**config.mk**
```make
export PLATFORM = sky130hd
export DESIGN_NAME = nfifo2fifo
export DESIGN_NICKNAME = d
export VERILOG_FILES = /design/src/common/nfifo_pkg.sv /design/src/common/nfifo_wr_if.sv /design/src/common/nfifo_rd_if.sv /design/src/nfifo/nfifo_wr_ctrl.sv /design/src/nfifo/nfifo_status.sv /design/src/nfifo/nfifo_buffer_mem.sv /design/src/nfifo/nfifo_rd_ctrl.sv /design/src/design/nfifo2fifo.sv
export SDC_FILE = /design/constraint.sdc
export NUM_CORES = 1
export LEC_CHECK = 0
export BUFFER_PORTS_ARGS = -buffer_cell sky130_fd_sc_hd__buf_4
export CORE_MARGIN = 1.5
export CORE_UTILIZATION = 40
export DETAILED_ROUTE_END_ITERATION = 10
export SKIP_LAST_GASP = 1
export SYNTH_ARGS = -nofsm -noshare
export SYNTH_HDL_FRONTEND = slang
export SYNTH_SLANG_ARGS = --single-unit
```
**constraint.sdc**
```tcl
create_clock -name clk -period 2.95 [get_ports clk]
set_clock_uncertainty 0.15 [all_clocks]
set_input_delay 0.59 -clock clk [delete_from_list [all_inputs] [get_ports clk]]
set_output_delay 0.59 -clock clk [all_outputs]
set_load 0.01 [all_outputs]
```
**src/common/nfifo_pkg.sv**
```systemverilog
`default_nettype none

// ------------------------------------------------------------------------
// Default configuration of the multi-flow buffer
// ------------------------------------------------------------------------
package nfifo_pkg;

    // Number of write flows merged into the read port
    localparam int DEF_FLOWS = 4;

    // Width of one flow word
    localparam int DEF_FLOW_WIDTH = 16;

    // Words per flow block, power of two
    localparam int DEF_BLOCK_SIZE = 8;

    // Extra output register on the read path, 0 or 1
    localparam int DEF_OUTPUT_REG = 0;

    // ------------------------------------------------------------------------
    // Vectors sized to the default configuration
    // ------------------------------------------------------------------------

    // One flow word
    typedef logic [DEF_FLOW_WIDTH-1:0] flow_word_t;

    // Block or flow number
    typedef logic [$clog2(DEF_FLOWS)-1:0] flow_sel_t;

    // Fill level of one flow, 0 up to BLOCK_SIZE
    typedef logic [$clog2(DEF_BLOCK_SIZE+1)-1:0] level_t;

    // One bit per flow
    typedef logic [DEF_FLOWS-1:0] flow_mask_t;

endpackage : nfifo_pkg

`default_nettype wire

```
**src/common/nfifo_wr_if.sv**
```systemverilog
`timescale 1ns/1ps
`default_nettype none

// Per-flow write path from write control into the banked memory
interface nfifo_wr_if #(
    parameter int FLOWS      = 4,
    parameter int FLOW_WIDTH = 16,
    parameter int BLOCK_SIZE = 8
);

    // Word address inside one block
    localparam int ADDR_W = (BLOCK_SIZE > 1) ? $clog2(BLOCK_SIZE) : 1;

    // One enable per flow, each flow owns its bank
    logic [FLOWS-1:0]                 we;
    logic [FLOWS-1:0][ADDR_W-1:0]     addr;
    logic [FLOWS-1:0][FLOW_WIDTH-1:0] data;

    // Write control side
    modport src (output we, output addr, output data);

    // Memory side
    modport dst (input we, input addr, input data);

endinterface : nfifo_wr_if

`default_nettype wire

```
**src/common/nfifo_rd_if.sv**
```systemverilog
`timescale 1ns/1ps
`default_nettype none

// Read request and returned data between read control and memory
interface nfifo_rd_if #(
    parameter int FLOWS      = 4,
    parameter int FLOW_WIDTH = 16,
    parameter int BLOCK_SIZE = 8
);

    localparam int SEL_W  = (FLOWS > 1) ? $clog2(FLOWS) : 1;
    localparam int ADDR_W = (BLOCK_SIZE > 1) ? $clog2(BLOCK_SIZE) : 1;

    logic                  en;       // accepted read this cycle
    logic [SEL_W-1:0]      block;    // bank to read
    logic [ADDR_W-1:0]     addr;     // word inside the bank
    logic                  advance;  // read pipeline may move
    logic [FLOW_WIDTH-1:0] data;     // word from the last stage

    // Read control side
    modport src (output en, output block, output addr, output advance, input data);

    // Memory side
    modport dst (input en, input block, input addr, input advance, output data);

endinterface : nfifo_rd_if

`default_nettype wire

```
**src/nfifo/nfifo_wr_ctrl.sv**
```systemverilog
`timescale 1ns/1ps
`default_nettype none

module nfifo_wr_ctrl #(
    parameter int FLOWS      = 4,
    parameter int FLOW_WIDTH = 16,
    parameter int BLOCK_SIZE = 8
) (
    input  wire                          clk,
    input  wire                          rst_n,
    input  wire [FLOWS*FLOW_WIDTH-1:0]   data_in,
    input  wire [FLOWS-1:0]              write,
    input  wire [FLOWS-1:0]              full,
    output logic [FLOWS-1:0]             accepted,
    nfifo_wr_if.src                      wr
);

    localparam int ADDR_W     = (BLOCK_SIZE > 1) ? $clog2(BLOCK_SIZE) : 1;

    // Next free slot of every flow block
    logic [FLOWS-1:0][ADDR_W-1:0] wr_ptr;

    // ------------------------------------------------------------------------
    // Write decode
    // ------------------------------------------------------------------------

    // Drop writes into a full block
    assign accepted = write & ~full;
    assign wr.we    = accepted;
    assign wr.addr  = wr_ptr;

    // Each flow owns one slice of the wide input word
    for (genvar f = 0; f < FLOWS; f++) begin : g_slice
        assign wr.data[f] = data_in[f*FLOW_WIDTH +: FLOW_WIDTH];
    end

    // ------------------------------------------------------------------------
    // Write pointers
    // ------------------------------------------------------------------------

    // Advance on the same edge that stores the word
    always_ff @(posedge clk or negedge rst_n) begin
        if (!rst_n) begin
            wr_ptr <= '0;
        end else begin
            for (int f = 0; f < FLOWS; f++) begin
                if (accepted[f]) begin
                    // Wrap at the end of the block
                    if (wr_ptr[f] == ADDR_W'(BLOCK_SIZE - 1))
                        wr_ptr[f] <= '0;
                    else
                        wr_ptr[f] <= wr_ptr[f] + 1'b1;
                end
            end
        end
    end

endmodule : nfifo_wr_ctrl

`default_nettype wire

```
**src/nfifo/nfifo_status.sv**
```systemverilog
`timescale 1ns/1ps
`default_nettype none

module nfifo_status #(
    parameter int FLOWS      = 4,
    parameter int BLOCK_SIZE = 8
) (
    input  wire                                           clk,
    input  wire                                           rst_n,
    input  wire [FLOWS-1:0]                               accepted,
    input  wire                                           pop,
    input  wire [((FLOWS > 1) ? $clog2(FLOWS) : 1)-1:0]   pop_flow,
    output logic [FLOWS-1:0]                              full,
    output logic [FLOWS-1:0]                              empty,
    output logic [FLOWS*$clog2(BLOCK_SIZE+1)-1:0]         status
);

    localparam int LEVEL_W = $clog2(BLOCK_SIZE + 1);

    // Current and next fill level of each flow
    logic [FLOWS-1:0][LEVEL_W-1:0] level_q;
    logic [FLOWS-1:0][LEVEL_W-1:0] level_d;

    // ------------------------------------------------------------------------
    // Next level
    // ------------------------------------------------------------------------

    always_comb begin
        for (int f = 0; f < FLOWS; f++) begin
            level_d[f] = level_q[f];
            // Push and pop together keep the level
            if (accepted[f] && !(pop && pop_flow == f))
                level_d[f] = level_q[f] + 1'b1;
            else if (!accepted[f] && pop && pop_flow == f)
                level_d[f] = level_q[f] - 1'b1;
        end
    end

    // ------------------------------------------------------------------------
    // Counters and flags
    // ------------------------------------------------------------------------

    // Flags follow the new level on the same edge
    always_ff @(posedge clk or negedge rst_n) begin
        if (!rst_n) begin
            level_q <= '0;
            full    <= '0;
            empty   <= '1;
        end else begin
            level_q <= level_d;
            for (int f = 0; f < FLOWS; f++) begin
                full[f]  <= (level_d[f] == LEVEL_W'(BLOCK_SIZE));
                empty[f] <= (level_d[f] == '0);
            end
        end
    end

    // Flow 0 in the low bits
    assign status = level_q;

endmodule : nfifo_status

`default_nettype wire

```
**src/nfifo/nfifo_buffer_mem.sv**
```systemverilog
`timescale 1ns/1ps
`default_nettype none

module nfifo_buffer_mem #(
    parameter int FLOWS      = 4,
    parameter int FLOW_WIDTH = 16,
    parameter int BLOCK_SIZE = 8,
    parameter int OUTPUT_REG = 0
) (
    input  wire      clk,
    nfifo_wr_if.dst  wr,
    nfifo_rd_if.dst  rd
);

    // One bank of BLOCK_SIZE words per flow
    logic [FLOW_WIDTH-1:0] mem [FLOWS][BLOCK_SIZE];

    // First read stage
    logic [FLOW_WIDTH-1:0] rd_data_q;

    // ------------------------------------------------------------------------
    // Storage
    // ------------------------------------------------------------------------

    // All banks may be written in the same cycle
    always_ff @(posedge clk) begin
        for (int f = 0; f < FLOWS; f++) begin
            if (wr.we[f])
                mem[f][wr.addr[f]] <= wr.data[f];
        end
    end

    // ------------------------------------------------------------------------
    // Read path
    // ------------------------------------------------------------------------

    // Registered read, stalls with the pipeline
    always_ff @(posedge clk) begin
        if (rd.advance && rd.en)
            rd_data_q <= mem[rd.block][rd.addr];
    end

    if (OUTPUT_REG != 0) begin : g_out_reg
        // Extra stage for timing
        logic [FLOW_WIDTH-1:0] out_q;

        always_ff @(posedge clk) begin
            if (rd.advance)
                out_q <= rd_data_q;
        end

        assign rd.data = out_q;
    end else begin : g_no_out_reg
        // Data straight from the first stage
        assign rd.data = rd_data_q;
    end

endmodule : nfifo_buffer_mem

`default_nettype wire

```
**src/nfifo/nfifo_rd_ctrl.sv**
```systemverilog
`timescale 1ns/1ps
`default_nettype none

module nfifo_rd_ctrl #(
    parameter int FLOWS      = 4,
    parameter int FLOW_WIDTH = 16,
    parameter int BLOCK_SIZE = 8,
    parameter int OUTPUT_REG = 0
) (
    input  wire                                           clk,
    input  wire                                           rst_n,
    input  wire                                           read,
    input  wire [((FLOWS > 1) ? $clog2(FLOWS) : 1)-1:0]   block_addr,
    input  wire                                           pipe_en,
    input  wire [FLOWS-1:0]                               empty,
    output logic                                          pop,
    output logic [((FLOWS > 1) ? $clog2(FLOWS) : 1)-1:0]  pop_flow,
    output logic [FLOW_WIDTH-1:0]                         data_out,
    output logic                                          data_vld,
    nfifo_rd_if.src                                       rd
);

    localparam int ADDR_W    = (BLOCK_SIZE > 1) ? $clog2(BLOCK_SIZE) : 1;
    // Valid chain matches the memory read depth
    localparam int VLD_DEPTH = (OUTPUT_REG != 0) ? 2 : 1;

    // Oldest word of every flow block
    logic [FLOWS-1:0][ADDR_W-1:0] rd_ptr;

    // Read marker travelling next to the data
    logic [VLD_DEPTH-1:0] vld_q;

    // ------------------------------------------------------------------------
    // Read acceptance
    // ------------------------------------------------------------------------

    // No read while stalled or from an empty block
    assign pop      = read && pipe_en && !empty[block_addr];
    assign pop_flow = block_addr;

    // Request goes to memory in the same cycle
    assign rd.en      = pop;
    assign rd.block   = block_addr;
    assign rd.addr    = rd_ptr[block_addr];
    assign rd.advance = pipe_en;

    // ------------------------------------------------------------------------
    // Read pointers
    // ------------------------------------------------------------------------

    always_ff @(posedge clk or negedge rst_n) begin
        if (!rst_n) begin
            rd_ptr <= '0;
        end else if (pop) begin
            // Wrap at the end of the block
            if (rd_ptr[block_addr] == ADDR_W'(BLOCK_SIZE - 1))
                rd_ptr[block_addr] <= '0;
            else
                rd_ptr[block_addr] <= rd_ptr[block_addr] + 1'b1;
        end
    end

    // ------------------------------------------------------------------------
    // Data valid pipeline
    // ------------------------------------------------------------------------

    // Shifts only on enabled cycles, holds otherwise
    always_ff @(posedge clk or negedge rst_n) begin
        if (!rst_n) begin
            vld_q <= '0;
        end else if (pipe_en) begin
            vld_q[0] <= pop;
            for (int s = 1; s < VLD_DEPTH; s++)
                vld_q[s] <= vld_q[s-1];
        end
    end

    // Last stage lines up with the returned word
    assign data_vld = vld_q[VLD_DEPTH-1];
    assign data_out = rd.data;

endmodule : nfifo_rd_ctrl

`default_nettype wire

```
**src/design/nfifo2fifo.sv**
```systemverilog
`timescale 1ns/1ps
`default_nettype none

module nfifo2fifo #(
    parameter int FLOWS      = nfifo_pkg::DEF_FLOWS,
    parameter int FLOW_WIDTH = nfifo_pkg::DEF_FLOW_WIDTH,
    parameter int BLOCK_SIZE = nfifo_pkg::DEF_BLOCK_SIZE,
    parameter int OUTPUT_REG = nfifo_pkg::DEF_OUTPUT_REG
) (
    input  wire                                           clk,
    input  wire                                           rst_n,

    // Write side, one slice and one strobe per flow
    input  wire [FLOWS*FLOW_WIDTH-1:0]                    data_in,
    input  wire [FLOWS-1:0]                               write,
    output logic [FLOWS-1:0]                              full,

    // Read side
    output logic [FLOW_WIDTH-1:0]                         data_out,
    output logic                                          data_vld,
    input  wire [((FLOWS > 1) ? $clog2(FLOWS) : 1)-1:0]   block_addr,
    input  wire                                           read,
    input  wire                                           pipe_en,
    output logic [FLOWS-1:0]                              empty,

    // Packed fill levels, flow 0 lowest
    output logic [FLOWS*$clog2(BLOCK_SIZE+1)-1:0]         status
);

    localparam int SEL_W = (FLOWS > 1) ? $clog2(FLOWS) : 1;

    // ------------------------------------------------------------------------
    // Internal connections
    // ------------------------------------------------------------------------

    // Writes taken this cycle
    logic [FLOWS-1:0] accepted;

    // Read taken this cycle and its flow
    logic             pop;
    logic [SEL_W-1:0] pop_flow;

    nfifo_wr_if #(
        .FLOWS      (FLOWS),
        .FLOW_WIDTH (FLOW_WIDTH),
        .BLOCK_SIZE (BLOCK_SIZE)
    ) wr_bus ();

    nfifo_rd_if #(
        .FLOWS      (FLOWS),
        .FLOW_WIDTH (FLOW_WIDTH),
        .BLOCK_SIZE (BLOCK_SIZE)
    ) rd_bus ();

    // ------------------------------------------------------------------------
    // Blocks
    // ------------------------------------------------------------------------

    // Write decode and pointers
    nfifo_wr_ctrl #(
        .FLOWS      (FLOWS),
        .FLOW_WIDTH (FLOW_WIDTH),
        .BLOCK_SIZE (BLOCK_SIZE)
    ) u_wr_ctrl (
        .clk      (clk),
        .rst_n    (rst_n),
        .data_in  (data_in),
        .write    (write),
        .full     (full),
        .accepted (accepted),
        .wr       (wr_bus.src)
    );

    // Fill counters and flags
    nfifo_status #(
        .FLOWS      (FLOWS),
        .BLOCK_SIZE (BLOCK_SIZE)
    ) u_status (
        .clk      (clk),
        .rst_n    (rst_n),
        .accepted (accepted),
        .pop      (pop),
        .pop_flow (pop_flow),
        .full     (full),
        .empty    (empty),
        .status   (status)
    );

    // Banked storage
    nfifo_buffer_mem #(
        .FLOWS      (FLOWS),
        .FLOW_WIDTH (FLOW_WIDTH),
        .BLOCK_SIZE (BLOCK_SIZE),
        .OUTPUT_REG (OUTPUT_REG)
    ) u_buffer_mem (
        .clk (clk),
        .wr  (wr_bus.dst),
        .rd  (rd_bus.dst)
    );

    // Read acceptance and valid pipeline
    nfifo_rd_ctrl #(
        .FLOWS      (FLOWS),
        .FLOW_WIDTH (FLOW_WIDTH),
        .BLOCK_SIZE (BLOCK_SIZE),
        .OUTPUT_REG (OUTPUT_REG)
    ) u_rd_ctrl (
        .clk        (clk),
        .rst_n      (rst_n),
        .read       (read),
        .block_addr (block_addr),
        .pipe_en    (pipe_en),
        .empty      (empty),
        .pop        (pop),
        .pop_flow   (pop_flow),
        .data_out   (data_out),
        .data_vld   (data_vld),
        .rd         (rd_bus.src)
    );

endmodule : nfifo2fifo

`default_nettype wire

```
After elaboration in Yosys (flattened, before gate mapping)
Memories as Yosys holds them, arrays and structs flattened.
Cells that the tools add are included.
{"block": "word_totals", "ff_bits": 65, "latchBits": 0, "ramBits": 512, "rom_bits": 0, "input_bits": 74, "wordCells": 139, "n_memories": 1}
{"name": "u_buffer_mem.mem", "words": 4, "width": 128, "rd": 1, "rd_ports_with_merged_regs": 0, "write_ports": 4, "line": "nfifo_buffer_mem.sv:16", "text": "logic [FLOW_WIDTH-1:0] mem [FLOWS][BLOCK_SIZE];"}
{"block": "classes", "add_sub_neg": 13, "mul": 0, "div": 0, "magnitude_cmp": 11, "eq_ne": 12, "shifts": 0, "n_mux": 39, "n_bitwise": 9, "reduce_logical": 38}
{"operator": "$mux 128", "count": 4}
{"operator": "$demux 16 s3", "count": 4}
{"operator": "$mux 16", "count": 6}
{"operator": "$bmux 16 s3", "count": 1}
{"operator": "$mux 4", "count": 8}
{"operator": "$logic_and 1x1->1", "count": 24}
{"operator": "$ge 4x4->1 const B", "count": 5}
{"operator": "$not 3->4", "count": 5}
{"operator": "$mux 3", "count": 6}
{"operator": "$add 4x1->4 const B", "count": 4}
{"operator": "$eq 4x4->1 const B", "count": 4}
{"operator": "$logic_not 4->1", "count": 4}
{"operator": "$lt 4x1->1 const B", "count": 4}
{"operator": "$sub 4x1->4 const B", "count": 4}
{"operator": "$add 3x1->3 const B", "count": 5}
{"operator": "$eq 3x3->1 const B", "count": 5}
{"operator": "$and 12x12->12", "count": 1}
{"operator": "$bwmux 12", "count": 1}
{"operator": "$mux 12", "count": 1}
{"operator": "$not 12->12", "count": 1}
{"operator": "$logic_not 1->1", "count": 9}
{"operator": "$bmux 3 s2", "count": 1}
{"operator": "$demux 3 s2", "count": 1}
{"operator": "$mux 1", "count": 5}
{"operator": "8 further kinds", "count": 9}

Longest topological paths before layout
{"block": "logic_depth", "ltp_word": 9, "mapped_depth": 8, "mapped_depth_nobuf": 5}

Hierarchy
Synthesis repeated with hierarchy kept, for this count alone.
{"block": "unflattened", "hier_cells": 1474, "hier_area_um2": 24193.2}
{"module": "nfifo_buffer_mem", "n_inst": 1, "cells_each": 1150, "area_per_inst_um2": 20726.1, "seq_area_each_um2": 15855.2}
{"module": "nfifo_status", "n_inst": 1, "cells_each": 126, "area_per_inst_um2": 1396.3, "seq_area_each_um2": 605.6}
{"module": "nfifo_wr_ctrl", "n_inst": 1, "cells_each": 108, "area_per_inst_um2": 1161.1, "seq_area_each_um2": 300.3}
{"module": "nfifo_rd_ctrl", "n_inst": 1, "cells_each": 90, "area_per_inst_um2": 909.6, "seq_area_each_um2": 325.3}

Least setup slack after synthesis
No wires, ideal clock.
{"block": "synth_path", "path_kind": "input to register", "from": "in write[2]", "to": "mem u_buffer_mem.mem[2][112] (netlist name), enable pin", "arrival_time_ps": 2401, "required_ps": 2370, "path_slack_ps": -32, "cell_stages": 3, "path_cell_list": "nand2b_1 -> clkbuf_1 -> nor4_1"}
{"element": "start: declaration", "line": "nfifo2fifo.sv:15", "text": "input wire [FLOWS-1:0] write,"}
{"element": "end: declaration", "line": "nfifo_buffer_mem.sv:16"}

Final worst setup path
{"block": "layout_path", "from": "reg u_rd_ctrl.rd_ptr[10] (netlist name)", "to": "reg u_rd_ctrl.rd_ptr[5] (netlist name)"}
{"block": "layout_between", "elab_chain_cells": 5, "word_cells_on_any_way": 6, "cone_classes": "add/sub: 1; eq/ne: 1; mux: 4"}
{"element": "start: declaration", "line": "nfifo_rd_ctrl.sv:28", "text": "logic [FLOWS-1:0][ADDR_W-1:0] rd_ptr;"}
{"element": "start signal: indexed assignment", "line": "nfifo_rd_ctrl.sv:59", "text": "rd_ptr[block_addr] <= rd_ptr[block_addr] + 1'b1;"}
{"element": "$bmux 3 s2 *", "line": "nfifo_rd_ctrl.sv:56, nfifo_rd_ctrl.sv:59"}
{"element": "$mux 3 (implied by the code) *", "line": "nfifo_rd_ctrl.sv:56, nfifo_rd_ctrl.sv:59"}
{"element": "$add 3x1->3", "line": "nfifo_rd_ctrl.sv:59"}
{"element": "$bwmux 12", "line": "nfifo_rd_ctrl.sv:59"}
{"element": "$mux 12 *", "line": "nfifo_rd_ctrl.sv:56", "text": "if (rd_ptr[block_addr] == ADDR_W'(BLOCK_SIZE - 1))"}
Every way passes the cells marked *; elsewhere a longest branch is shown, timed or not. The select of a mux whose other input is x is not followed.
A chain may end at the register's enable or synchronous reset.

==> results.yml <==
yosys:
  netlist_top_cells_area: "edfxtp_1, mux4_2, dfrtp_1"
  synthCells: 1098
  yosysWarnings: 0
  synth_nets: 1190
  synth-edff-count: 528
  synth_seq_area_share_pct: 74.82
  async_reset_ff_share_pct: 8.492
  synth_area_sq_mm: 0.02284
  yosys.area.top_type_share_pct: 69.43
  synth_cell_types: 42
  ys.flop_type: "edfxtp_1"
  synth_area_leader_cell: "edfxtp_1"
  ys_seq_elements: 577
  synth.avg_cell_area_sq_um: 20.80
clock_network:
  path_clk_slew_ns: 0.06
  cts-root-buf: "clkbuf_16"
  cts_setup_buffers: 0
  cts_max_level: 2
  clk_latency_ns: 0.62
  cts.sinks: 577
  cts_buffers: 58
  cts_hold_buf: 1
  cts_tree: "built"
  cts_buffer_depth: 3
  cts_resized: 0
setup_path:
  slowest_delay_ns: 0.84
  cp-end-kind: "register"
  slowest_stage: "mux4_4"
  setup.worst_path.start_class: "register"
  cpMostUsedCell: "ha_1"
  r2r_start: "u_rd_ctrl.rd_ptr[10]$_DFFE_PN0P_"
  cp_cell_sequence: "mux4_4 > ha_1 > ha_1 > nor2b_1 > mux2_2"
  rr_endpoint: "u_rd_ctrl.rd_ptr[5]$_DFFE_PN0P_"
  crit_arrival_ns: 2.81
  path_buf_inv: 0
  regToRegSetupSlack_ns: 0.47
  worstSetupPathType: "reg -> reg"
  cp.required_ns: 3.28
  crit_family: "multiplexers"
  cp_max_fo: 16
  rr_worst_depth: 5
floorplanning:
  initial_utilization_pct: 40.50
  die-width_um: 241.9
  die_h_um: 241.9
  core_sq_mm: 0.05639
  placementRows: 87
  dieArea_sq_mm: 0.05854
  io_pins: 115
timing:
  worst_pin_slew_ns: 0.6459
  max_freq_mhz: 404.0
  hold_violations: 0
  slew_violations: 0
  finalSetupTns_ns: 0
  finalSetupViolations: 0
  period_share_pct: 83.90
  max_slew_margin_pct: 56.94
  finalCriticalPeriod_ns: 2.475
  rsz0062_at_grt: "false"
detailed_routing:
  dr.pass1.iters: 6
  drtIter0Drc: 1211
  num_vias: 11510
  ant_nets: 0
  wire_per_inst_um: 28.17
  via_per_inst: 5.530
  wl_mm: 58.66
  drc_errors: 0
layout:
  final_cell_count_no_fill: 2082
  diodes: 0
  final_nets: 1374
  layout_commonest_cell: "edfxtp_1"
  most-common-layout-cells: "edfxtp_1, buf_4, mux4_2"
  final_area_sq_mm: 0.02702
  drive_above_1_share_pct: 34.84
  fin_util_pct: 47.92
  area_growth_pct: 18.32
global_routing:
  overflow: 0
  antenna_found_initial: 7
  grt_pass1_wl_mm: 83.86
  grtUsageTotal_pct: 20.11
  grt_max_degree: 50
  grt_pass1_vias: 12040
worst_hold_path:
  min-delay-start: "pipe_en"
  hold_class: "in -> reg"
  hold-path-cell-count: 2
  worstHoldEndpoint: "u_rd_ctrl.data_vld$_DFFE_PN0P_"
placement:
  routabilityCongestion: 0.7496
  dp_hpwl_mm: 32.69
  dpl_cell_area_sq_mm: 0.02519
  dpl.cell_count: 1977
  portBuffers: 114
power:
  leakage_nw: 9.107
  pwr_density_cell_mw_per_mm2: 874.8
  peakVddDrop_mv: 0.5156
  total_power_mw: 23.64
job:
  maxCapViolations: 0
status:
  status: "finished clean"
==> state kept, by name, indices dropped and copies added (netlist names) <==
signal                count
u_status.empty            4
u_rd_ctrl.rd_ptr         12
u_wr_ctrl.wr.addr        12
u_buffer_mem.mem        512
u_status.status          16
u_status.full             4
u_buffer_mem.rd.data     16
u_rd_ctrl.data_vld        1
==> final cells by class <==
cell class / count / area (sq um)
Clock buffer: 74 / 1533
Clock inverter: 30 / 292.8
Fill cell: 4730 / 29370
Inverter: 9 / 33.78
Multi-Input combinational cell: 464 / 5629
Sequential cell: 577 / 17090
Tap cell: 756 / 945.9
Timing Repair Buffer: 172 / 1500
==> where the power goes <==
part / switching (mW) / internal [mW]
clock network: 3.08 / 4.09
logic: 3.08 / 2.21
registers: 0.700 / 10.5
==> routing by layer <==
| metal | share of wire (%) | vias up | track usage, % |
|---|---|---|---|
| met5 | 0.12 | - | 0 |
| met4 | 2.4 | 12 | 5.276 |
| met3 | 6.7 | 90 | 4.066 |
| met2 | 48 | 403 | 32.48 |
| met1 | 43 | 6102 | 28.02 |
| li1 | - | 4906 | - |
==> worst max-delay path by stage <==
stage	startpoint	to	cells after the start
after floorplan	block_addr[1]	u_buffer_mem.rd.data[0]$_DFFE_PP_	5
after global placement	block_addr[0]	u_buffer_mem.rd.data[11]$_DFFE_PP_	7
after detailed placement	block_addr[0]	u_buffer_mem.rd.data[10]$_DFFE_PP_	7
after CTS	u_rd_ctrl.rd_ptr[10]$_DFFE_PN0P_	u_rd_ctrl.rd_ptr[11]$_DFFE_PN0P_	5
after global routing	u_rd_ctrl.rd_ptr[10]$_DFFE_PN0P_	u_rd_ctrl.rd_ptr[2]$_DFFE_PN0P_	5
final	u_rd_ctrl.rd_ptr[10]$_DFFE_PN0P_	u_rd_ctrl.rd_ptr[5]$_DFFE_PN0P_	5
==> cells in the mapped netlist (3+ instances only) <==
cell type  number
a21o_1          4
a21oi_1         4
a22oi_1         8
and3_1          3
buf_1           6
buf_2          16
buf_6           7
clkbuf_1       17
dfrtp_1        45
dfstp_2         4
edfxtp_1      528
ha_1           18
inv_1           9
mux2_1         22
mux2_2         56
mux4_1         18
mux4_2        114
nand2_1        36
nand2b_1       17
nand3_1         5
nor2_1         42
nor2b_1         6
nor3_1         28
nor3b_1         4
nor4_1          6
o211ai_1        4
o21ai_0         5
o22ai_1        35
xnor2_1        10
==> stage by stage <==
step | setup WS (ns) | hold WS, ns
CTS | 0.4607 | 0.02390
floorplan | 0.02311 | 0.1444
global placement | 0.02671 | 0.3318
global route | 0.3999 | 0.05453
finish | 0.4749 | 0.05179
detailed placement | 0.01667 | 0.3401
==> cell families after synthesis <==
kind of cell	count (synthesis)	share of synthesized area (%)
flops	577	74.82
mux	212	17.25
simple gates	156	3.309
compound gates	66	1.857
buf+inv	57	1.320
fa+ha+maj	18	0.9862
xor+xnor	12	0.4602
Note: power is estimated with default switching activity, not from simulation.
